===== config.mk =====
export PLATFORM = sky130hd
export DESIGN_NAME = wtc_top
export DESIGN_NICKNAME = d
export VERILOG_FILES = /design/src/design/wtc_pkg.sv /design/src/design/wtc_top.sv /design/src/design/wtc_write_channel.sv /design/src/design/wtc_write_buffer.sv /design/src/design/wtc_req_stage.sv
export SDC_FILE = /design/constraint.sdc
export NUM_CORES = 1
export LEC_CHECK = 0
export BUFFER_PORTS_ARGS = -buffer_cell sky130_fd_sc_hd__buf_2
export CAP_MARGIN = 30
export CORE_ASPECT_RATIO = 0.75
export CORE_MARGIN = 4
export CORE_UTILIZATION = 25
export CTS_BUF_LIST = sky130_fd_sc_hd__clkbuf_4 sky130_fd_sc_hd__clkbuf_8 sky130_fd_sc_hd__clkbuf_16
export DETAILED_ROUTE_END_ITERATION = 10
export GPL_TIMING_DRIVEN = 0
export SYNTH_ARGS = -nofsm -noshare
export SYNTH_HDL_FRONTEND = slang
export SYNTH_SLANG_ARGS = --single-unit

===== constraint.sdc =====
create_clock -name clk_i -period 5.6 [get_ports clk_i]
set_input_delay 0.28 -clock clk_i [delete_from_list [all_inputs] [get_ports clk_i]]
set_output_delay 0.28 -clock clk_i [all_outputs]
set_load 0.02 [all_outputs]

===== src/design/wtc_pkg.sv =====
/* Shared widths, request structs and lane helpers for the write-through
   cache write path. Imported by every design module and by the bench model. */

`default_nettype none

package wtc_pkg;

   parameter int ADDR_W    = 24;   // byte address
   parameter int FE_DATA_W = 32;
   parameter int BE_DATA_W = 128;
   parameter int FE_NBYTES = FE_DATA_W / 8;
   parameter int BE_NBYTES = BE_DATA_W / 8;
   parameter int LANES     = BE_DATA_W / FE_DATA_W;
   parameter int LANE_W    = 2;    // log2 of LANES

   // front-end word write, word addressed
   typedef struct packed {
      logic [ADDR_W-3:0]    addr;
      logic [FE_NBYTES-1:0] wstrb;
      logic [FE_DATA_W-1:0] wdata;
   } fe_req_t;

   // back-end word write, 16-byte addressed
   typedef struct packed {
      logic [ADDR_W-5:0]    addr;
      logic [BE_NBYTES-1:0] wstrb;
      logic [BE_DATA_W-1:0] wdata;
   } be_req_t;

   // lane of a front-end word inside its back-end word
   function automatic logic [LANE_W-1:0] lane_of(input logic [ADDR_W-3:0] waddr);
      return waddr[LANE_W-1:0];
   endfunction

   // front-end strobe moved up to the addressed lane
   function automatic logic [BE_NBYTES-1:0] be_strobe(
      input logic [LANE_W-1:0]    lane,
      input logic [FE_NBYTES-1:0] strb
   );
      logic [BE_NBYTES-1:0] wide;
      wide = {{(BE_NBYTES - FE_NBYTES){1'b0}}, strb};
      return wide << (lane * FE_NBYTES);
   endfunction

endpackage

`default_nettype wire

===== src/design/wtc_top.sv =====
/* Write path of the write-through cache: request stage, posted-write buffer
   and memory write channel in a chain. BUF_DEPTH sets the buffer size. */

`timescale 1ns/1ps
`default_nettype none

module wtc_top
   import wtc_pkg::*;
#(
   parameter int BUF_DEPTH = 4
) (
   input  wire logic    clk_i,
   input  wire logic    reset_i,

   // front end
   input  wire logic    fe_valid_i,
   output logic         fe_ready_o,
   input  wire fe_req_t fe_req_i,

   // memory
   output logic         be_valid_o,
   input  wire logic    be_ack_i,
   output be_req_t      be_req_o
);

   logic    req_valid;
   logic    req_ready;
   be_req_t req_data;

   logic    buf_valid;
   logic    buf_ready;
   be_req_t buf_data;

   wtc_req_stage u_req (
      .clk_i       (clk_i),
      .reset_i     (reset_i),
      .in_valid_i  (fe_valid_i),
      .in_ready_o  (fe_ready_o),
      .in_req_i    (fe_req_i),
      .out_valid_o (req_valid),
      .out_ready_i (req_ready),
      .out_req_o   (req_data)
   );

   wtc_write_buffer #(
      .BUF_DEPTH (BUF_DEPTH)
   ) u_buf (
      .clk_i      (clk_i),
      .reset_i    (reset_i),
      .wr_valid_i (req_valid),
      .wr_ready_o (req_ready),
      .wr_req_i   (req_data),
      .rd_valid_o (buf_valid),
      .rd_ready_i (buf_ready),
      .rd_req_o   (buf_data)
   );

   wtc_write_channel u_chan (
      .clk_i       (clk_i),
      .reset_i     (reset_i),
      .req_valid_i (buf_valid),
      .req_ready_o (buf_ready),
      .req_i       (buf_data),
      .be_valid_o  (be_valid_o),
      .be_ack_i    (be_ack_i),
      .be_req_o    (be_req_o)
   );

endmodule

`default_nettype wire


===== src/design/wtc_write_channel.sv =====
/* Back-end write FSM. Holds each write on the memory port with be_valid_o high
   until be_ack_i, then goes idle or loads the next write in the same cycle. */

`timescale 1ns/1ps
`default_nettype none

module wtc_write_channel
   import wtc_pkg::*;
(
   input  wire logic    clk_i,
   input  wire logic    reset_i,

   // from the write buffer
   input  wire logic    req_valid_i,
   output logic         req_ready_o,
   input  wire be_req_t req_i,

   // memory port
   output logic         be_valid_o,
   input  wire logic    be_ack_i,
   output be_req_t      be_req_o
);

   typedef enum logic {
      S_IDLE  = 1'b0,
      S_WRITE = 1'b1
   } state_t;

   state_t  state;
   state_t  state_nxt;
   be_req_t req_q;
   logic    load;

   // take a new write when idle or as the current one is acknowledged
   assign req_ready_o = (state == S_IDLE) | be_ack_i;
   assign load        = req_valid_i & req_ready_o;

   always_comb begin
      state_nxt = state;
      case (state)
         S_IDLE: begin
            if (req_valid_i) begin
               state_nxt = S_WRITE;
            end
         end
         S_WRITE: begin
            if (be_ack_i && !req_valid_i) begin
               state_nxt = S_IDLE;
            end
            // ack with a waiting write stays in write, back to back
         end
         default: state_nxt = S_IDLE;
      endcase
   end

   always_ff @(posedge clk_i or posedge reset_i) begin
      if (reset_i) begin
         state <= S_IDLE;
      end else begin
         state <= state_nxt;
      end
   end

   always_ff @(posedge clk_i) begin
      if (load) begin
         req_q <= req_i;
      end
   end

   assign be_valid_o = (state == S_WRITE);   // held until the ack
   assign be_req_o   = req_q;

endmodule

`default_nettype wire


===== src/design/wtc_write_buffer.sv =====
/* Posted-write FIFO between the request stage and the memory channel.
   BUF_DEPTH entries, a power of two of at least 2. Push and pop may share a cycle. */

`timescale 1ns/1ps
`default_nettype none

module wtc_write_buffer
   import wtc_pkg::*;
#(
   parameter int BUF_DEPTH = 4
) (
   input  wire logic    clk_i,
   input  wire logic    reset_i,

   // write side
   input  wire logic    wr_valid_i,
   output logic         wr_ready_o,
   input  wire be_req_t wr_req_i,

   // read side
   output logic         rd_valid_o,
   input  wire logic    rd_ready_i,
   output be_req_t      rd_req_o
);

   localparam int PTR_W = $clog2(BUF_DEPTH);

   be_req_t          mem [BUF_DEPTH];
   logic [PTR_W-1:0] wr_ptr;
   logic [PTR_W-1:0] rd_ptr;
   logic [PTR_W:0]   count;      // one extra bit to hold BUF_DEPTH
   logic             full;
   logic             wr_fire;
   logic             rd_fire;

   assign full       = (count == (PTR_W + 1)'(BUF_DEPTH));
   assign rd_valid_o = (count != '0);
   assign rd_req_o   = mem[rd_ptr];

   // a pop this cycle frees the place for the push
   assign wr_ready_o = ~full | rd_ready_i;

   assign wr_fire = wr_valid_i & wr_ready_o;
   assign rd_fire = rd_valid_o & rd_ready_i;

   always_ff @(posedge clk_i or posedge reset_i) begin
      if (reset_i) begin
         wr_ptr <= '0;
         rd_ptr <= '0;
         count  <= '0;
      end else begin
         if (wr_fire) begin
            wr_ptr <= wr_ptr + 1'b1;   // wraps, depth is a power of two
         end
         if (rd_fire) begin
            rd_ptr <= rd_ptr + 1'b1;
         end
         case ({wr_fire, rd_fire})
            2'b10:   count <= count + 1'b1;
            2'b01:   count <= count - 1'b1;
            default: count <= count;
         endcase
      end
   end

   always_ff @(posedge clk_i) begin
      if (wr_fire) begin
         mem[wr_ptr] <= wr_req_i;
      end
   end

endmodule

`default_nettype wire


===== src/design/wtc_req_stage.sv =====
/* One-entry input register for front-end writes. Converts each accepted
   word write into a back-end write with replicated data and a lane strobe. */

`timescale 1ns/1ps
`default_nettype none

module wtc_req_stage
   import wtc_pkg::*;
(
   input  wire logic    clk_i,
   input  wire logic    reset_i,

   // front end
   input  wire logic    in_valid_i,
   output logic         in_ready_o,
   input  wire fe_req_t in_req_i,

   // towards the write buffer
   output logic         out_valid_o,
   input  wire logic    out_ready_i,
   output be_req_t      out_req_o
);

   logic              in_fire;
   logic [LANE_W-1:0] lane;

   // free slot, or the held write leaves this cycle
   assign in_ready_o = ~out_valid_o | out_ready_i;
   assign in_fire    = in_valid_i & in_ready_o;

   assign lane = lane_of(in_req_i.addr);

   always_ff @(posedge clk_i or posedge reset_i) begin
      if (reset_i) begin
         out_valid_o <= 1'b0;
      end else if (in_fire) begin
         out_valid_o <= 1'b1;
      end else if (out_ready_i) begin
         out_valid_o <= 1'b0;
      end
   end

   // payload of the accepted write
   always_ff @(posedge clk_i) begin
      if (in_fire) begin
         out_req_o.addr  <= in_req_i.addr[ADDR_W-3:LANE_W];   // drop lane bits
         out_req_o.wstrb <= be_strobe(lane, in_req_i.wstrb);
         out_req_o.wdata <= {LANES{in_req_i.wdata}};          // same word in every lane
      end
   end

endmodule

`default_nettype wire


==> summary.md, run 1 <==
| Metric | Value |
|---|---|
| Outcome | `finished, final reports clean` |
| Vias in the first global route | `7607` |
| Critical path origin | `u_chan.be_valid_o` |
| Power share of the clock group | `27.0%` |
| Post-route cell area | `19800 µm²` |
| Hold_ws | `about 0.06 ns` |
| Avg WL per Cell | `17.5 µm` |
| Die height | `222 µm` |
| R2r setup slk | `3.33 ns` |
| Peak supply drop | `0.205 mV` |
| Via count | `7117` |
| Register area share after synthesis | `81.4%` |
| IO buf count | `227` |
| Clock sinks | `417` |
| R2R depth | `8` |
| Critical Path Source Type | `flip-flop` |
| Post-CTS Resized | `0` |
| GRT Util Overall | `9.65%` |
| Row count | `78` |
| DR iter-0 viols | `between 300 and 400` |
| Cells after DPL | `approximately 1700` |
| Initial core utilization | `25.3%` |
| Post-CTS setup buffers | `0` |
| CP Data Required Time | `6.09 ns` |
| Setup CP Type | `reg2reg` |
| First-pass GRT wire length | `47000 µm` |
| Register bit count reported by yosys | `around 420` |
| Post-DP Area | `17700 µm²` |
| Hold_buf cts | `54` |
| Post-Layout Cell Count | `1822` |
| Peak fanout along the critical path | `9` |
| Core footprint | `60600 µm²` |
| Crit path to | `u_buf.count[2]` |
| FMAX | `about 0.44 GHz` |
| Final max-slew violation count | `0` |
| RSZ-0062 raised after global routing | `false` |
| LEAKAGE | `7.13 nW` |
| Syn_area_per_cell | `23.5 µm²` |
| Worst reg2reg endpoint | `u_buf.count[2]` |
| Max-cap check violation count | `0` |
| Netlist cell types | `24` |
| Htree depth | `2` |
| DR DRC count | `0` |
| Largest net degree at the start of global routing | `41` |
| Number of nets in the final layout | `about 1100` |
| # diodes | `0` |
| Cts bufs inserted | `45` |
| Final period util | `40.6%` |
| Slew headroom | `59.8%` |
| Reg2reg start | `u_chan.be_valid_o` |
| I/O pin cnt | `228` |
| Post-layout min period | `2.27 ns` |
| Antenna-violating nets left | `0` |
| FILL cells | `5726` |
| Clock Path Buffers | `3` |
| Via density | `just under 4` |
| Sequential Power Share | `41.4%` |
| Clk slew on worst S/H paths | `0.06 ns` |
| Path type of the worst min-delay path | `in2reg` |
| Crit path DAT | `2.76 ns` |
| Die Wd | `about 290 µm` |
| Slew @ Worst Pin | `~0.60 ns` |
| TritonCTS clock tree | `done` |
| Post-Syn Nets | `721` |
| Clk_lat worst skew | `0.56 ns` |
| Placer Congestion | `0.672` |
| Power Internal | `7.84 mW` |
| DR pass1 iterations | `4` |
| Switch share | `31.0%` |
| Initial antenna violation count | `1` |
| Full die area | `~65000 µm²` |
| Final WL | `31900 µm` |
| Crit. End Element | `flip-flop` |
| # setup viols final | `0` |
| Clk_skew | `0.0178 ns` |
| Setup TNS | `0 ns` |
| Root Buffer | `clkbuf_16` |
| Sw Pwr | `3.52 mW` |
| HPWL after DPL | `just under 20000 µm` |
| Area delta synth->final | `29.0%` |
| Post-synthesis cell count | `653` |
| Combinational fraction of design power | `a little under a third` |
| Mapped Area | `15300 µm²` |
| Share of layout cells above drive strength 1 | `between 40% and 50%` |
| GRT overflow | `0` |
| Yosys warns | `0` |
| PwrDens | `575 nW/µm²` |
| Fin. Hold Viols | `0` |
| Post-layout util | `32.6%` |
sequential cells by signal (all words and copies together) (netlist names):
register,cells
u_chan.be_valid_o,1
u_buf.mem,272
u_buf.count,3
u_buf.wr_ptr,2
u_req.out_req_o,68
u_buf.rd_ptr,2
u_chan.be_req_o,68
u_req.out_valid_o,1
cell usage after synthesis, drive strengths merged:
| library cell | instances | area [µm²] |
|---|---|---|
| mux2i | 1 | 10.0 |
| ha | 5 | 62.6 |
| edfxtp | 408 | 12300 |
| and3 | 4 | 25.0 |
| inv | 8 | 30.0 |
| xor2 | 4 | 35.0 |
| mux2 | 1 | 11.3 |
| xnor2 | 2 | 17.5 |
| a31oi | 1 | 21.3 |
| fa | 1 | 20.0 |
| and2b | 1 | 7.51 |
| dfrtp | 9 | 225 |
| mux4 | 68 | 1530 |
| buf | 112 | 915 |
| nor2 | 4 | 15.0 |
| nor2b | 2 | 12.5 |
| nand4 | 1 | 6.26 |
| nor3 | 1 | 5.00 |
| nand2b | 2 | 12.5 |
| and2 | 17 | 106 |
| nor3b | 1 | 7.51 |
cells by family after synthesis:
| kind of cell | count (synthesis) | synth area share [%] |
|---|---|---|
| xor+xnor | 6 | 0.343 |
| buf+inv | 120 | 6.16 |
| compound gates | 1 | 0.139 |
| simple gates | 33 | 1.29 |
| mux | 70 | 10.1 |
| flops | 417 | 81.4 |
| fa+ha+maj | 6 | 0.539 |
area by class of cell:
class | instances | area, µm² | share of cell area, %
buffer | 112 | 915 | 4.63
tap | 800 | 1000 | 5.06
multi-input combinational | 116 | 1930 | 9.75
clock inverter | 26 | 320 | 1.62
sequential | 417 | 12500 | 63.1
timing repair buffer | 289 | 1870 | 9.48
clock buffer | 54 | 1220 | 6.19
inverter | 8 | 30.0 | 0.152
metal layers:
metal	up-vias	share of wire [%]	global-route usage, %
met4	0	2.3	2.72
met3	54	5.8	2.43
met5	-	0	0
li1	3196	-	-
met2	192	51	17.0
met1	3675	41	11.8
power groups by stage:
| stage | logic, mW | registers, mW | clock network (mW) |
|---|---|---|---|
| 2_1_floorplan | 2.13 | 5.05 | 0 |
| 3_3_place_gp | 3.54 | 4.84 | 0 |
| 3_5_place_dp | 3.68 | 4.77 | 0 |
| 4_1_cts | 3.71 | 4.72 | 3.19 |
| 5_1_grt | 3.85 | 4.78 | 3.32 |
| 6_report | 3.59 | 4.70 | 3.07 |
cell usage in the layout (no fill, tap or decap), drive strengths merged, types with 2 or more instances in the layout:
cell type	instances
xnor2	2
mux4	68
dfrtp	9
nor2b	2
nand2b	2
xor2	4
bufinv	6
ha	5
clkinv	13
edfxtp	408
clkinvlp	2
inv	13
nor2	4
clkbuf	54
and3	4
and2	17
dlygate4sd3	54
buf	347
critical path, cell delays in order (launching register included):
cell,delay [ns]
dfrtp_1,0.37
and2b_1,0.25
nor2_4,0.39
ha_1,0.26
inv_1,0.07
fa_1,0.43
xor2_1,0.15
nor2_1,0.13
xor2_1,0.15
worst min path at each step:
stage,from,to,slack [ns],depth (start not counted)
after CTS,fe_req_i[35],u_req.out_req_o[135],0.02,2
after detailed placement,reset_i,u_buf.count[1],0.26,2
after global placement,reset_i,u_buf.count[0],0.26,2
final,fe_req_i[35],u_req.out_req_o[135],0.06,2
after global routing,fe_req_i[35],u_req.out_req_o[139],0.04,2
after floorplan,reset_i,u_buf.count[0],0.11,1
through the flow:
step           setup WS (ns)  total power [mW]
2_1_floorplan          0.455              7.18
3_3_place_gp           -2.50              8.38
3_5_place_dp            3.32              8.45
4_1_cts                 3.29              11.6
5_1_grt                 3.21              12.0
6_report                3.33              11.4
No activity file was read; power rests on OpenSTA's default activity.
==> run 2, diff against run 1 <==
- clock period: 5.6 -> 2.2 ns (I/O delays scaled with it)
==> summary.md, run 2 (synthesized netlist as in run 1, its figures left out) <==
| Metric | Value |
|---|---|
| Avg WL per Cell | `17.2 µm` |
| Post-layout min period | `2.14 ns` |
| Clock sinks | `around 420` |
| Slew headroom | `42.3%` |
| Peak supply drop | `between 0.5 and 0.6 mV` |
| Slew @ Worst Pin | `between 0.8 and 0.9 ns` |
| CP Data Required Time | `2.44 ns` |
| Crit. End Element | `flip-flop` |
| Most flops, register | `u_buf.mem` |
| Cells after DPL | `1687` |
| Root Buffer | `clkbuf_16` |
| FMAX | `0.468 GHz` |
| DR pass1 iterations | `6` |
| DR iter-0 viols | `409` |
| Max-cap check violation count | `0` |
| Area delta synth->final | `28.5%` |
| Full die area | `about 65000 µm²` |
| FILL cells | `5747` |
| Crit path cell chain | `and2b_4 -> a31oi_4 -> and2_4 -> buf_16` |
| WHS Path Cells | `3` |
| Row count | `78` |
| Cts bufs inserted | `44` |
| GRT Util Overall | `9.56%` |
| Clk_lat worst skew | `0.57 ns` |
| Die Wd | `a little under 300 µm` |
| # setup viols final | `0` |
| Final period util | `97.2%` |
| Critical Path Source Type | `flip-flop` |
| Clk_skew | `0.0230 ns` |
| Post-Layout Cell Count | `1829` |
| Vias in the first global route | `7522` |
| IO buf count | `227` |
| Largest register FFs | `~270` |
| Placer Congestion | `0.658` |
| Setup CP Type | `reg2reg` |
| GRT overflow | `0` |
| Commonest non-fill, non-tap cell in the layout | `edfxtp_1` |
| Power consumption | `between 20 and 30 mW` |
| Initial antenna violation count | `1` |
| I/O pin cnt | `228` |
| RSZ-0062 raised after global routing | `true` |
| Initial core utilization | `between 20% and 30%` |
| Delay of the slowest critical-path stage | `between 0.6 and 0.7 ns` |
| TritonCTS clock tree | `done` |
| Commonest cells after routing, fill and taps aside | `edfxtp_1, buf_2, buf_4` |
| Fin. Hold Viols | `0` |
| Share of layout cells above drive strength 1 | `49.0%` |
| Setup TNS | `0 ns` |
| Outcome | `finished, final reports clean` |
| Largest net degree at the start of global routing | `46` |
| Htree depth | `2` |
| Path type of the worst min-delay path | `in2reg` |
| DR DRC count | `0` |
| Slowest CP cell | `and2_4` |
| Final max-slew violation count | `0` |
| Via count | `7063` |
| # diodes | `0` |
| Antenna-violating nets left | `0` |
| Peak fanout along the critical path | `35` |
| Final WL | `31500 µm` |
| R2R depth | `4` |
| Hold_ws | `0.0409 ns` |
| HPWL after DPL | `roughly 19000 µm` |
| Core footprint | `60600 µm²` |
| Clock Path Buffers | `3` |
| Via density | `3.86` |
| Crit path DAT | `2.38 ns` |
| PwrDens | `1430 nW/µm²` |
| Die height | `222 µm` |
| First-pass GRT wire length | `46800 µm` |
| Clk slew on worst S/H paths | `0.06 ns` |
| Number of nets in the final layout | `1065` |
| LEAKAGE | `7.09 nW` |
## run 2: worst max-delay path, delay by kind of cell, from the launching register on
family,cells,cell delay (ns)
AO/OA/AOI/OAI,1,0.25
flip-flops,1,0.38
AND/OR/NAND/NOR,2,0.82
buffers and inverters,1,0.29
## run 2: what timing repair did
item,in CTS,in global routing
gates resized for setup,2,1
pin swaps,5,3
setup endpoints to repair,140,125
hold buffers,60,0
buffers inserted,0,3
gates cloned,1,0
hold endpoints to repair,78,0
## run 2: layout make-up
type                            count  area [µm²]  area share (%)
Clock buffer                       51        1150            5.86
Sequential cell                   417       12500            63.4
Buffer                            112         915            4.64
Inverter                            8        30.0           0.152
Timing Repair Buffer              297        1940            9.83
Tap cell                          800        1000            5.08
Multi-Input combinational cell    117        1960            9.93
Clock inverter                     27         225            1.14
## run 2: worst paths after layout
| check | endpoint | slack [ns] | from |
|---|---|---|---|
| setup / recovery | u_buf.mem[3][114] | 0.06 | u_chan.be_valid_o |
| hold / removal | u_chan.be_valid_o | 0.04 | be_ack_i |
| hold reg to reg | u_buf.mem[1][145] | 0.49 | u_req.out_req_o[145] |
| setup reg to reg | u_buf.mem[3][114] | 0.06 | u_chan.be_valid_o |
| min in group asynchronous | u_buf.rd_ptr[0] | 0.10 | reset_i |
| max in group asynchronous | u_buf.count[0] | 1.79 | reset_i |
## run 2: stage by stage
step / setup slack [ns] / area, µm² / utilization, %
floorplan: -0.672 / 15400 / -
global placement: -1.58 / 17500 / 28.9
detailed placement: -0.285 / 17700 / 29.2
CTS: 0.00404 / 19700 / 32.5
global route: -0.0590 / 19700 / 32.5
finish: 0.0618 / 19700 / 32.5
## run 2: power by group
group          internal, mW  total, mW  leakage, nW  switching [mW]
Sequential             11.2       12.0         3.94           0.769
Combinational          4.08       9.16         2.46            5.08
Clock                  4.03       7.07        0.693            3.04
Total                  19.3       28.2         7.09            8.89
## run 2: layer usage
layer	vias to the layer above	share of wire (%)	wire (µm)	global-route usage [%]
li1	3221	-	-	-
met1	3613	43	13600	12.3
met2	172	49	15300	15.9
met3	55	5.8	1830	2.52
met4	2	2.3	710	2.90
met5	-	0.022	7	0
==> run 3, diff against run 2 <==
- RECOVER_POWER: unset -> 25
==> summary.md, run 3 (synthesized netlist as in run 1, its figures left out) <==
| Metric | Value |
|---|---|
| Outcome | `finished, final reports clean` |
| Post-route cell area | `19700 µm²` |
| Slew headroom | `between 40 and 50%` |
| Path type of the worst min-delay path | `in2reg` |
| Post-layout min period | `2.14 ns` |
| Largest net degree at the start of global routing | `46` |
| Sw Pwr | `8.89 mW` |
| R2r setup slk | `0.06 ns` |
| Initial core utilization | `roughly a quarter` |
| Clk_skew | `0.0219 ns` |
| Clk_lat worst skew | `0.57 ns` |
| Share of layout cells above drive strength 1 | `47.1%` |
| Area delta synth->final | `28.3%` |
| Final max-slew violation count | `0` |
| Post-DP Area | `17700 µm²` |
| Core footprint | `60600 µm²` |
| GRT overflow | `0` |
| Final period util | `97.1%` |
| Final WL | `31500 µm` |
| Power share of the clock group | `25.1%` |
| DR pass1 iterations | `4` |
| First-pass GRT wire length | `46800 µm` |
| Crit. End Element | `flip-flop` |
| PwrDens | `1430 nW/µm²` |
| Die height | `222 µm` |
| Peak fanout along the critical path | `35` |
| DR iter-0 viols | `395` |
| Full die area | `65400 µm²` |
| Dpl ws | `-0.285 ns` |
| Fin. Hold Viols | `0` |
| Hold_ws | `0.0388 ns` |
| Placer Congestion | `0.658` |
| Power Internal | `19.3 mW` |
| Htree depth | `2` |
| Max-cap check violation count | `0` |
| Switch share | `31.5%` |
| Number of nets in the final layout | `1065` |
| IO buf count | `227` |
| Crit path cell chain | `and2b_4 -> a31oi_4 -> and2_4 -> buf_16` |
| # setup viols final | `0` |
| Die Wd | `294 µm` |
| Avg WL per Cell | `17.2 µm` |
| Slew @ Worst Pin | `0.885 ns` |
| Clk slew on worst S/H paths | `approximately 0.060 ns` |
| CP Data Required Time | `2.44 ns` |
| Root Buffer | `clkbuf_16` |
| TritonCTS clock tree | `done` |
| I/O pin cnt | `228` |
| FMAX | `roughly 0.47 GHz` |
| LEAKAGE | `7.04 nW` |
| Vias in the first global route | `7522` |
| Slack of the critical path | `0.0632 ns` |
| Slowest CP cell | `and2_4` |
| Clock Path Buffers | `3` |
| Sequential Power Share | `approximately 43%` |
| Commonest non-fill, non-tap cell in the layout | `edfxtp_1` |
| Cells after DPL | `1687` |
| HPWL after DPL | `19200 µm` |
| Clock sinks | `417` |
| Setup TNS | `0 ns` |
| Post-layout util | `32.5%` |
| Cts bufs inserted | `44` |
| Delay of the slowest critical-path stage | `approximately 0.60 ns` |
| Crit path DAT | `2.38 ns` |
| Power consumption | `28.2 mW` |
| Critical Path Source Type | `flip-flop` |
| Via count | `7057` |
| RSZ-0062 raised after global routing | `true` |
| Antenna-violating nets left | `0` |
| DR DRC count | `0` |
| Row count | `78` |
| Setup CP Type | `reg2reg` |
| Peak supply drop | `about 0.6 mV` |
| Commonest cells after routing, fill and taps aside | `edfxtp_1, buf_2, buf_4` |
| Largest register FFs | `272` |
| # diodes | `0` |
| Initial antenna violation count | `1` |
| GRT Util Overall | `9.56%` |
| Combinational fraction of design power | `32.5%` |
| Post-Layout Cell Count | `1829` |
| Via density | `3.86` |
| Most flops, register | `u_buf.mem` |
-- run 3: worst max-delay path: cells and delay by family (launching register included) --
family / cells / cell delay [ns]
compound gates: 1 / 0.25
flops: 1 / 0.38
simple gates: 2 / 0.81
buf+inv: 1 / 0.29
-- run 3: power groups by stage --
stage | clock network [mW] | logic (mW) | registers [mW]
after floorplan | 0 | 5.48 | 12.7
after global placement | 0 | 9.02 | 12.1
after detailed placement | 0 | 9.30 | 12.2
after CTS | 7.33 | 9.42 | 12.0
after global routing | 7.67 | 9.86 | 12.2
final | 7.07 | 9.15 | 12.0
-- run 3: path summary, 6_finish.rpt --
kind,startpoint,endpoint,cells past startpoint
max reg2reg,u_chan.be_valid_o,u_buf.mem[3][114],4
min reg2reg,u_req.out_req_o[145],u_buf.mem[1][145],0
min,be_ack_i,u_chan.be_valid_o,3
max in group asynchronous,reset_i,u_buf.count[0],3
max,u_chan.be_valid_o,u_buf.mem[3][114],4
min in group asynchronous,reset_i,u_buf.rd_ptr[0],3
-- run 3: cell type report --
class                      instances  area, µm²
fill                            5755      40900
sequential                       417      12500
multi-input combinational        117       1960
timing repair buffer             297       1910
clock buffer                      51       1150
tap                              800       1000
buffer                           112        915
clock inverter                    27        225
inverter                           8       30.0
-- run 3: layer usage --
| metal | global-route usage (%) | up-vias | routed length, µm |
|---|---|---|---|
| li1 | - | 3220 | - |
| met5 | 0 | - | 7 |
| met2 | 15.9 | 174 | 15300 |
| met4 | 2.90 | 2 | 722 |
| met1 | 12.3 | 3604 | 13500 |
| met3 | 2.52 | 57 | 1890 |
-- run 3: repair_timing --
action / in CTS / in global routing
setup endpoints to repair: 140 / 125
resized for setup: 2 / 1
gates cloned: 1 / 0
pin swaps: 5 / 3
setup buffers: 0 / 3
hold endpoints to repair: 78 / 0
hold buffers: 60 / 0
